===== src/scan_pkg.sv =====
`default_nettype none

package scan_pkg;

  // Width of one DFA state word
  localparam int STATE_W = 11;

  // Stream id width and number of context entries
  localparam int STREAM_W = 6;
  localparam int NUM_STREAMS = 64;

  // Payload character width
  localparam int CHAR_W = 8;

  // All event counters share this width
  localparam int COUNT_W = 16;

  // Rule selectors, also the bit index in rule_enable and verdict
  localparam int RULE_LITERAL = 0;
  localparam int RULE_HEXRUN = 1;

  // Number of consecutive hex digits that fires the hex-run rule
  localparam logic [STATE_W-1:0] HEX_RUN_LEN = STATE_W'(16);

  // Literal DFA state after the final "l" of "evil"
  localparam logic [STATE_W-1:0] LIT_ACCEPT = STATE_W'(4);

  // Verdict word, one bit per rule
  localparam int VERDICT_W = 2;

endpackage

`default_nettype wire


===== src/dfa_hexrun.sv =====
`timescale 1ns/10ps
`default_nettype none

module dfa_hexrun (
  input  logic [scan_pkg::STATE_W-1:0] state_in,
  input  logic [scan_pkg::CHAR_W-1:0]  char_in,
  output logic [scan_pkg::STATE_W-1:0] state_out,
  output logic                         accept
);

  // Character classes
  logic is_digit;
  logic is_lower;
  logic is_upper;
  logic is_hex;

  assign is_digit = (char_in >= "0") && (char_in <= "9");
  assign is_lower = (char_in >= "a") && (char_in <= "f");
  assign is_upper = (char_in >= "A") && (char_in <= "F");
  assign is_hex = is_digit | is_lower | is_upper;

  always_comb
  begin
    if (!is_hex)
    begin
      // Run broken
      state_out = '0;
    end
    else if (state_in >= scan_pkg::HEX_RUN_LEN)
    begin
      // Saturate so a long run stays parked at the limit
      state_out = scan_pkg::HEX_RUN_LEN;
    end
    else
    begin
      state_out = state_in + 1'b1;
    end
  end

  // Fires once, on the digit that completes the run
  assign accept = is_hex && (state_in == scan_pkg::HEX_RUN_LEN - 1'b1);

endmodule

`default_nettype wire


===== src/dfa_literal.sv =====
`timescale 1ns/10ps
`default_nettype none

module dfa_literal (
  input  logic [scan_pkg::STATE_W-1:0] state_in,
  input  logic [scan_pkg::CHAR_W-1:0]  char_in,
  output logic [scan_pkg::STATE_W-1:0] state_out,
  output logic                         accept
);

  // Lower-case folded character
  logic [scan_pkg::CHAR_W-1:0] ch;
  // Prefix position 0..4 of the current state
  logic [2:0] pos;
  // Next prefix position
  logic [2:0] nxt;
  // Upper state bits must be zero for a legal state
  logic       legal;

  // Fold A..Z onto a..z by setting bit 5
  assign ch = ((char_in >= "A") && (char_in <= "Z")) ? (char_in | 8'h20) : char_in;

  assign pos = state_in[2:0];
  assign legal = (state_in[scan_pkg::STATE_W-1:3] == '0);

  always_comb
  begin
    // Mismatch fallback, an "e" always starts a new prefix
    nxt = (ch == "e") ? 3'd1 : 3'd0;
    if (legal)
    begin
      case (pos)
        3'd1: if (ch == "v") nxt = 3'd2;
        3'd2: if (ch == "i") nxt = 3'd3;
        3'd3: if (ch == "l") nxt = 3'd4;
        // States 0 and 4 only leave through the fallback
        default: ;
      endcase
    end
  end

  assign state_out = {{(scan_pkg::STATE_W-3){1'b0}}, nxt};

  // Only the step 3 -> 4 lands on the accept state
  assign accept = (state_out == scan_pkg::LIT_ACCEPT);

endmodule

`default_nettype wire


===== src/packet_scanner.sv =====
`timescale 1ns/10ps
`default_nettype none

module packet_scanner (
  input  logic                           clk,
  input  logic                           rst_n,
  input  logic                           load_state,
  input  logic                           new_stream,
  input  logic [scan_pkg::STREAM_W-1:0]  stream_id,
  input  logic                           char_vld,
  input  logic [scan_pkg::CHAR_W-1:0]    char_in,
  input  logic                           eop,
  input  logic [1:0]                     rule_enable,
  output logic                           verdict_vld,
  output logic [scan_pkg::VERDICT_W-1:0] verdict,
  output logic                           alert,
  output logic [scan_pkg::COUNT_W-1:0]   count_literal,
  output logic [scan_pkg::COUNT_W-1:0]   count_hexrun,
  output logic [scan_pkg::COUNT_W-1:0]   alert_count
);

  // Literal matcher end-of-packet strobe, also the combiner's packet marker
  logic done_literal;
  // Per-packet results of both rules
  logic fired_literal;
  logic fired_hexrun;

  // Literal "evil" rule
  stream_matcher #(
    .RULE (scan_pkg::RULE_LITERAL)
  ) match_lit0 (
    .clk        (clk),
    .rst_n      (rst_n),
    .load_state (load_state),
    .new_stream (new_stream),
    .stream_id  (stream_id),
    .char_vld   (char_vld),
    .char_in    (char_in),
    .eop        (eop),
    .enable     (rule_enable[scan_pkg::RULE_LITERAL]),
    .done       (done_literal),
    .fired      (fired_literal),
    .count      (count_literal)
  );

  // Hex-run rule
  // Its done coincides with the literal one, so it is left open
  stream_matcher #(
    .RULE (scan_pkg::RULE_HEXRUN)
  ) match_hex0 (
    .clk        (clk),
    .rst_n      (rst_n),
    .load_state (load_state),
    .new_stream (new_stream),
    .stream_id  (stream_id),
    .char_vld   (char_vld),
    .char_in    (char_in),
    .eop        (eop),
    .enable     (rule_enable[scan_pkg::RULE_HEXRUN]),
    .done       (),
    .fired      (fired_hexrun),
    .count      (count_hexrun)
  );

  // Per-packet verdict and alert
  verdict_combiner comb0 (
    .clk           (clk),
    .rst_n         (rst_n),
    .done          (done_literal),
    .fired_literal (fired_literal),
    .fired_hexrun  (fired_hexrun),
    .verdict_vld   (verdict_vld),
    .alert         (alert),
    .verdict       (verdict),
    .alert_count   (alert_count)
  );

endmodule

`default_nettype wire


===== src/stream_matcher.sv =====
`timescale 1ns/10ps
`default_nettype none

module stream_matcher #(
  parameter int RULE = scan_pkg::RULE_LITERAL
) (
  input  logic                          clk,
  input  logic                          rst_n,
  input  logic                          load_state,
  input  logic                          new_stream,
  input  logic [scan_pkg::STREAM_W-1:0] stream_id,
  input  logic                          char_vld,
  input  logic [scan_pkg::CHAR_W-1:0]   char_in,
  input  logic                          eop,
  input  logic                          enable,
  output logic                          done,
  output logic                          fired,
  output logic [scan_pkg::COUNT_W-1:0]  count
);

  // Saved DFA state per stream
  logic [scan_pkg::STATE_W-1:0] ctx_mem [scan_pkg::NUM_STREAMS];

  // Registered input stage
  logic                          load_r;
  logic                          new_r;
  logic [scan_pkg::STREAM_W-1:0] id_r;
  logic                          vld_r;
  logic [scan_pkg::CHAR_W-1:0]   char_r;
  logic                          eop_r;
  logic                          en_r;

  // Stream of the packet in flight
  logic [scan_pkg::STREAM_W-1:0] cur_sid;
  // Live DFA state
  logic [scan_pkg::STATE_W-1:0]  cur_state;
  // Sticky per-packet match flag
  logic                          hit;

  // DFA outputs
  logic [scan_pkg::STATE_W-1:0]  dfa_state;
  logic                          dfa_accept;

  // Control strobes of the input stage
  always_ff @(posedge clk)
  begin
    if (!rst_n)
    begin
      load_r <= 1'b0;
      vld_r <= 1'b0;
      eop_r <= 1'b0;
    end
    else
    begin
      load_r <= load_state;
      vld_r <= char_vld;
      eop_r <= eop;
    end
  end

  // Payload side of the input stage
  always_ff @(posedge clk)
  begin
    new_r <= new_stream;
    id_r <= stream_id;
    char_r <= char_in;
    en_r <= enable;
  end

  // Remember which stream this packet belongs to for the save at eop
  always_ff @(posedge clk)
  begin
    if (load_r)
      cur_sid <= id_r;
  end

  // Rule selection
  generate
    if (RULE == scan_pkg::RULE_HEXRUN)
    begin : g_hexrun
      dfa_hexrun dfa0 (
        .state_in  (cur_state),
        .char_in   (char_r),
        .state_out (dfa_state),
        .accept    (dfa_accept)
      );
    end
    else
    begin : g_literal
      dfa_literal dfa0 (
        .state_in  (cur_state),
        .char_in   (char_r),
        .state_out (dfa_state),
        .accept    (dfa_accept)
      );
    end
  endgenerate

  // Packet state, result flags and counter
  always_ff @(posedge clk)
  begin
    if (!rst_n)
    begin
      cur_state <= '0;
      hit <= 1'b0;
      done <= 1'b0;
      fired <= 1'b0;
      count <= '0;
    end
    else
    begin
      done <= eop_r;
      if (load_r)
      begin
        // Resume the stream or start it clean
        cur_state <= new_r ? '0 : ctx_mem[id_r];
        hit <= 1'b0;
      end
      else if (vld_r)
      begin
        cur_state <= dfa_state;
        if (dfa_accept)
          hit <= 1'b1;
      end
      if (eop_r)
      begin
        // A disabled rule reports nothing for this packet
        fired <= en_r & hit;
        if (en_r && hit)
          count <= count + 1'b1;
      end
    end
  end

  // Context save, skipped when the rule is off so the old state survives
  always_ff @(posedge clk)
  begin
    if (eop_r && en_r)
      ctx_mem[cur_sid] <= cur_state;
  end

endmodule

`default_nettype wire


===== src/verdict_combiner.sv =====
`timescale 1ns/10ps
`default_nettype none

module verdict_combiner (
  input  logic                           clk,
  input  logic                           rst_n,
  input  logic                           done,
  input  logic                           fired_literal,
  input  logic                           fired_hexrun,
  output logic                           verdict_vld,
  output logic                           alert,
  output logic [scan_pkg::VERDICT_W-1:0] verdict,
  output logic [scan_pkg::COUNT_W-1:0]   alert_count
);

  // Both rules hit the same packet
  logic both;

  assign both = fired_literal & fired_hexrun;

  // Strobe, alert and alert counter
  always_ff @(posedge clk)
  begin
    if (!rst_n)
    begin
      verdict_vld <= 1'b0;
      alert <= 1'b0;
      alert_count <= '0;
    end
    else
    begin
      verdict_vld <= done;
      // Alert pulses together with verdict_vld
      alert <= done & both;
      if (done && both)
        alert_count <= alert_count + 1'b1;
    end
  end

  // Verdict word, one bit per rule
  always_ff @(posedge clk)
  begin
    if (done)
    begin
      verdict[scan_pkg::RULE_LITERAL] <= fired_literal;
      verdict[scan_pkg::RULE_HEXRUN] <= fired_hexrun;
    end
  end

endmodule

`default_nettype wire

===== config.mk =====
export PLATFORM = sky130hd
export DESIGN_NAME = packet_scanner
export DESIGN_NICKNAME = d
export VERILOG_FILES = /design/src/scan_pkg.sv /design/src/dfa_hexrun.sv /design/src/dfa_literal.sv /design/src/packet_scanner.sv /design/src/stream_matcher.sv /design/src/verdict_combiner.sv
export SDC_FILE = /design/constraint.sdc
export NUM_CORES = 1
export LEC_CHECK = 0
export BUFFER_PORTS_ARGS = -buffer_cell sky130_fd_sc_hd__buf_2
export CORE_ASPECT_RATIO = 1.1
export CORE_MARGIN = 1.5
export CORE_UTILIZATION = 57
export CTS_CLUSTER_DIAMETER = 120
export DETAILED_ROUTE_END_ITERATION = 10
export PLACE_DENSITY = 0.73
export SLEW_MARGIN = 20
export SYNTH_ARGS = -nofsm -noshare
export SYNTH_HDL_FRONTEND = slang
export SYNTH_SLANG_ARGS = --single-unit
export TNS_END_PERCENT = 1

===== constraint.sdc =====
create_clock -name clk -period 3.4 [get_ports clk]
set_input_delay 0.68 -clock clk [delete_from_list [all_inputs] [get_ports clk]]
set_output_delay 0.68 -clock clk [all_outputs]
set_load 0.02 [all_outputs]

==> results by group, run 1 <==
Logic synthesis
  • Synth top area cells: edfxtp_1 (73%), mux4_2 (15%), dfxtp_1 (3.3%)
  • Syn_nets: 2795
  • Avg Synthesized Cell Area: roughly 21 um^2
  • Yosys Warn Count: 0
  • Sequential fraction of the synthesis area: 0.7613
  • Post-synthesis cell area: around 58000 um^2
  • EDFF count, synth: 1416
  • Synth top area share: 0.7280
  • Post-synth top area cell: edfxtp_1
  • Post-synth cell types: 62
  • Fraction of registers with async set/reset: 0
  • Mapped Cells: 2768
  • Yosys reg bits: 1513
  • Ys flop type: edfxtp_1

Floorplanning
  • FP Rows: between 100 and 150
  • Io pins: 74
  • Core Box Area: approximately 100000 um^2
  • Initial Utilization: 0.5780
  • Total die area: 104400 um^2
  • Die Height: 338.7 um
  • Die W: 308.2 um

Worst hold path
  • Worst Hold Class: in -> reg

CTS
  • Clk_lat worst skew: between 0.7 and 0.8 ns
  • H-tree depth: 4
  • CTS buffer count: 147
  • Worst-path clk slew: 0.06 ns
  • Post CTS Setup Buffer Count: 0
  • CTS tree: done
  • Clock buffer depth: 3
  • Clock root cell: clkbuf_16
  • Clk sinks: 1513

Placement
  • Final HPWL DP: 81.19 mm
  • Post-Place Setup Slack: roughly 0.12 ns
  • IO buf count: 73
  • RePlAce Congestion: 0.8733

STA
  • Setup TNS: 0 ns
  • Relative slew slack: 0.2510
  • Worst Tran Pin Value: 1.113 ns
  • Pins Over Slew Limit: 0
  • Final period util: 0.9940
  • RSZ-0062 raised after global routing: false
  • Final setup fails: 0
  • Final WS setup: about 0.020 ns
  • Fmax: approximately 0.3 GHz
  • Endpoints failing hold: 0
  • Max Clock Skew: 0.02398 ns
  • Min Tclk post-route: about 3.4 ns

Final layout
  • Syn-to-layout area delta: 13.72%
  • Sequential cell area: 44510 um^2
  • Layout fillers: 6418
  • Area of the multi-input gates: 13010 um^2
  • Layout cells sized above 1: 0.2950
  • Final #Nets: 3092
  • Layout Utilization: 0.6573

Global routing
  • Largest net degree at the start of global routing: 84
  • Global-route usage over all layers: 0.2675
  • Grt ovf: 0
  • Vias in the first global route: 29.63k
  • Antenna violations before repair: 5
  • Global-route wire length before repair: 200.2 mm

Job
  • Max_cap viols: 0

Setup path
  • CP endpoint kind: flip-flop
  • Worst Path Max Fanout: 53
  • Top cell family by delay on the critical path: compound AO/OA/AOI/OAI gates
  • Crit Path Class: reg -> reg
  • CP max stage delay: a little over 1 ns
  • Worst Path Required: roughly 4 ns
  • Crit path max-delay cell type: dfxtp_4
  • Critical path arrival: ~4 ns
  • Cell Chain, Critical Path: buf_12 > buf_4 > nor2b_1 > a2111oi_0 > nor4_1 > a21oi_1 > o21ai_0
  • Crit start category: flip-flop
  • CP bufs+invs: 2

Outcome
  • Status: completed

Power
  • Worst VDD drop: 0.5442 mV
  • PD cells: around 580 nW/um^2
  • Leakage: 21.87 nW

Routing
  • # DRC: 0
  • Vias per cell: 6.431
  • Drt first pass iters: 5
  • Via Count: between 20k and 30k
  • Initial DRC Count: 3892
  • ANT nets after route: 0
  • Total length of routed wires: 135.9 mm
  • Routed len/inst: 29.89 um
## report_power, final
part           switching [mW]  internal [mW]
registers               0.121           20.4
clock network            6.66           9.73
logic                   0.931          0.654
## Yosys cell counts, drive strengths merged (2+ instances only)
library cell	count
edfxtp	1416
mux4	385
nor2	200
dfxtp	97
buf	94
mux2i	88
nand2	53
clkbuf	51
a21oi	36
o21ai	35
nand3	33
nor2b	26
xor2	26
a22oi	25
and3	14
inv	14
nor4	13
nand4	11
or2	11
or3	11
xnor2	11
a211oi	10
and2	10
nand3b	9
a2111oi	8
a31oi	7
mux2	7
nand2b	7
o211ai	7
nor3	6
ha	5
a221oi	4
nor3b	4
or3b	4
and4	3
o221ai	3
o22ai	3
a311oi	2
a32oi	2
a41oi	2
o21a	2
or4b	2
## final timing paths
check | startpoint | to | slack, ns | cells after the start
max | match_hex0.id_r[2] | match_lit0.cur_state[8] | 0.02 | 7
min | char_in[0] | match_hex0.char_r[0] | 0.04 | 1
max reg2reg | match_hex0.id_r[2] | match_lit0.cur_state[8] | 0.02 | 7
min reg2reg | match_lit0.fired | comb0.verdict[0] | 0.45 | 0
## layout make-up
type / count / share of cell area
Tap cell: 1364 / 0.02570
Antenna cell: 2 / 0.00007535
Clock inverter: 69 / 0.01172
Timing Repair Buffer: 293 / 0.03421
Multi-Input combinational cell: 1095 / 0.1958
Clock buffer: 195 / 0.06154
Inverter: 15 / 0.0008477
Sequential cell: 1513 / 0.6701
## kinds of logic after synthesis
group / synth area share
XOR/XNOR: 0.005548
buffers and inverters: 0.01609
multiplexers: 0.1649
AND/OR/NAND/NOR: 0.03400
AO/OA/AOI/OAI: 0.01716
adder cells (fa/ha/maj): 0.001071
flip-flops: 0.7613
## stage by stage
stage                     hold slack, ns  power (mW)  area [um^2]  std cells
after floorplan                   0.4095       21.86        58410       2768
after global placement            0.4294       22.40        61520       4278
after detailed placement          0.4306       22.44        61520       4278
after CTS                      0.0003810       38.64        66410       4544
after global routing            0.007073       39.43        66410       4544
final                            0.03520       38.45        66420       4546
## sequential cells by signal, summed over array words and instances (netlist names), 2 cells and up
| name | cells |
|---|---|
| match_hex0.id_r | 6 |
| match_lit0.cur_sid | 6 |
| match_lit0.count | 16 |
| match_lit0.cur_state | 11 |
| comb0.verdict | 2 |
| match_hex0.ctx_mem | 704 |
| match_hex0.count | 16 |
| match_hex0.cur_state | 11 |
| match_hex0.char_r | 8 |
| match_lit0.ctx_mem | 704 |
| comb0.alert_count | 16 |
## layer usage
| layer | vias up | part of all wire | track usage |
|---|---|---|---|
| li1 | 12020 | - | - |
| met1 | 15220 | 0.37 | 0.3654 |
| met2 | 1676 | 0.49 | 0.4238 |
| met3 | 319 | 0.099 | 0.06089 |
| met4 | 6 | 0.040 | 0.1046 |
| met5 | - | 0.00028 | 0 |
## layout by cell type (no fill, tap or decap), drive strengths merged, types with 6 or more instances in the layout
cell	synthesis	routed
mux2	7	7
o211ai	7	7
clkbuf	51	195
mux4	385	385
or2	11	11
xor2	26	26
nor3	6	6
a211oi	10	10
a21oi	36	36
nor2b	26	26
nand2b	7	7
dfxtp	97	97
clkinv	1	46
nand3b	9	9
buf	94	291
and3	14	14
or3	11	11
xnor2	11	11
a22oi	25	25
nand3	33	33
a31oi	7	7
edfxtp	1416	1416
mux2i	88	88
bufinv	0	17
inv	14	17
o21ai	35	35
nand2	53	53
nor4	13	13
nor2	200	200
and2	10	10
nand4	11	11
a2111oi	8	8
## what timing repair did
action | in CTS | in global routing
gates resized for setup | 0 | 1
setup endpoints to repair | 0 | 1
hold buffers | 2 | 0
hold endpoints to repair | 2 | 0
(Power assumes the default switching activity.)
==> run 2, diff against run 1 <==
--- a/config.mk
+++ b/config.mk
@@ -5,13 +5,13 @@
 export SDC_FILE = /design/constraint.sdc
 export NUM_CORES = 1
 export LEC_CHECK = 0
-export BUFFER_PORTS_ARGS = -buffer_cell sky130_fd_sc_hd__buf_2
 export CORE_ASPECT_RATIO = 1.1
 export CORE_MARGIN = 1.5
 export CORE_UTILIZATION = 57
 export CTS_CLUSTER_DIAMETER = 120
 export DETAILED_ROUTE_END_ITERATION = 10
-export PLACE_DENSITY = 0.73
+export DONT_BUFFER_PORTS = 1
+export PLACE_DENSITY = 0.72
 export SLEW_MARGIN = 20
 export SYNTH_ARGS = -nofsm -noshare
 export SYNTH_HDL_FRONTEND = slang
==> results by group, run 2 (synthesis results as in run 1) <==
STA
  • Min Tclk post-route: 3.086 ns
  • Relative slew slack: 0.3800
  • Final setup fails: 0
  • Worst-case hold slack: 0.04685 ns
  • Fmax: ~0.32 GHz
  • Worst Tran Pin Value: just over 0.9 ns
  • Pins Over Slew Limit: 0
  • Setup TNS: 0 ns
  • Max Clock Skew: 0.03839 ns
  • RSZ-0062 raised after global routing: false
  • Final WS setup: 0.3145 ns
  • Endpoints failing hold: 0
  • Final period util: 0.9075

Setup path
  • Crit Path Class: reg -> reg
  • Cell count of the worst reg-to-reg path: 8
  • Worst Path Max Fanout: 28
  • Worst R2R End: match_lit0.cur_state[8]
  • Setup crit start: match_hex0.id_r[0]
  • Flop-to-flop setup slack: between 0.3 and 0.4 ns
  • Crit start category: flip-flop
  • CP endpoint: match_lit0.cur_state[8]
  • Worst Path Required: 4.02 ns
  • CP endpoint kind: flip-flop
  • Critical path arrival: 3.70 ns
  • Critical R2R Launch: match_hex0.id_r[0]

CTS
  • H-tree depth: 4
  • Worst-path clk slew: 0.06 ns
  • Clk_lat worst skew: about 0.77 ns
  • Clock root cell: clkbuf_16
  • CTS tree: done
  • Clock buffer depth: 3
  • CTS buffer count: around 150
  • Clk sinks: 1513

Final layout
  • Final instance area: roughly 66000 um^2
  • Syn-to-layout area delta: 13.34%
  • Layout fillers: 6463
  • # diodes: 0
  • Layout cells sized above 1: 0.2814
  • Layout Utilization: 0.6551
  • Biggest regs: match_hex0.ctx_mem x704, match_lit0.ctx_mem x704
  • Final #Nets: 3056
  • Most common cell after layout, fill and taps aside: edfxtp_1
  • Most frequent cells in the layout: edfxtp_1 (1416), mux4_2 (385), buf_4 (224)
  • Post-Layout Cell Count: 4516

Job
  • Max_cap viols: 0

Global routing
  • Vias in the first global route: 29.94k
  • Grt ovf: 0
  • Global-route wire length before repair: 202.8 mm
  • Largest net degree at the start of global routing: 79
  • Global-route usage over all layers: 0.2723
  • Antenna violations before repair: 2

Floorplanning
  • Die W: 308.2 um
  • Io pins: 74
  • Initial Utilization: 0.5780
  • FP Rows: 122
  • Die Height: 338.7 um
  • Core Box Area: 101100 um^2
  • Total die area: approximately 100000 um^2

Placement
  • Placed cell count: 4226
  • Dpl cell area: 61250 um^2
  • Final HPWL DP: 85.11 mm
  • Post-Place Setup Slack: around 0.35 ns
  • RePlAce Congestion: 0.8833
  • IO buf count: 0

Worst hold path
  • Worst hold start: load_state
  • Worst Hold Class: in -> reg

Power
  • Sw Ratio: 0.2074
  • Worst VDD drop: 0.5213 mV
  • PD cells: around 580 nW/um^2
  • Combinational share of power: 0.043
  • Leakage: 21.60 nW
  • Psw: about 7.9 mW
  • Total power: 38.15 mW
  • Sequential share of power: 0.536
  • Pint: 30.24 mW
  • Clock share of power: 0.421

Outcome
  • Status: completed

Routing
  • ANT nets after route: 0
  • Via Count: 29.09k
  • # DRC: 0
  • Routed len/inst: between 30 and 40 um
  • Initial DRC Count: around 3.8k
  • Total length of routed wires: 139.5 mm
  • Drt first pass iters: 6
  • Vias per cell: 6.442
==> run 2: changes by cell type in the layout (fill, tap and decap cells not counted), moves of 2 or more <==
| cell | change |
|---|---|
| buf_12 | -6 |
| buf_2 | -73 |
| buf_4 | +26 |
| bufinv_16 | -5 |
| clkbuf_1 | -3 |
| clkbuf_16 | -4 |
| clkinv_1 | +12 |
| clkinv_4 | +3 |
| clkinv_8 | +4 |
| diode_2 | -2 |
| dlygate4sd3_1 | +15 |
| inv_6 | +2 |
==> run 2: final cells by class <==
type,count,area (um^2),share of cell area
repair buffers,256,2147,0.03243
multi-input cells,1095,13010,0.1965
clock buffers,188,3976,0.06007
clock inverters,85,795.8,0.01202
flip-flops and latches,1513,44510,0.6723
well taps,1364,1707,0.02578
inverters,15,56.30,0.0008506
==> run 2: power by group through the flow <==
| stage | clock network [mW] | logic (mW) | registers (mW) |
|---|---|---|---|
| after floorplan | 0 | 0.978 | 20.9 |
| after global routing | 16.9 | 1.70 | 20.5 |
| final | 16.1 | 1.63 | 20.5 |
| after global placement | 0 | 1.56 | 20.8 |
| after CTS | 16.2 | 1.63 | 20.5 |
| after detailed placement | 0 | 1.60 | 20.9 |
==> run 2: worst min path at each step <==
stage | to | depth (start not counted)
after detailed placement | comb0.verdict[1] | 0
final | match_hex0.load_r | 1
after global routing | match_hex0.eop_r | 1
after floorplan | match_lit0.cur_sid[1] | 0
after CTS | match_hex0.eop_r | 1
after global placement | comb0.verdict[0] | 0
==> run 2: layer usage <==
layer,wire length (um),vias to the layer above,global-route usage
met5,27,-,0
met4,6184,4,0.1171
met3,12160,312,0.05902
met2,70410,1490,0.4469
met1,50710,15300,0.3541
li1,-,11990,-
==> run 2: worst max-delay path: stages (launching register included) <==
cell and delay, ns:
dfxtp_4 0.58, buf_12 0.25, buf_12 0.27, mux4_2 0.53
mux4_2 0.52, nor2_1 0.13, nor4_1 0.08, a21oi_1 0.36
o21ai_0 0.18
==> run 2: repair_timing <==
action,4_1_cts,5_1_grt
hold endpoints to repair,17,0
buffers inserted,0,0
hold buffers,17,0
resized for setup,0,0
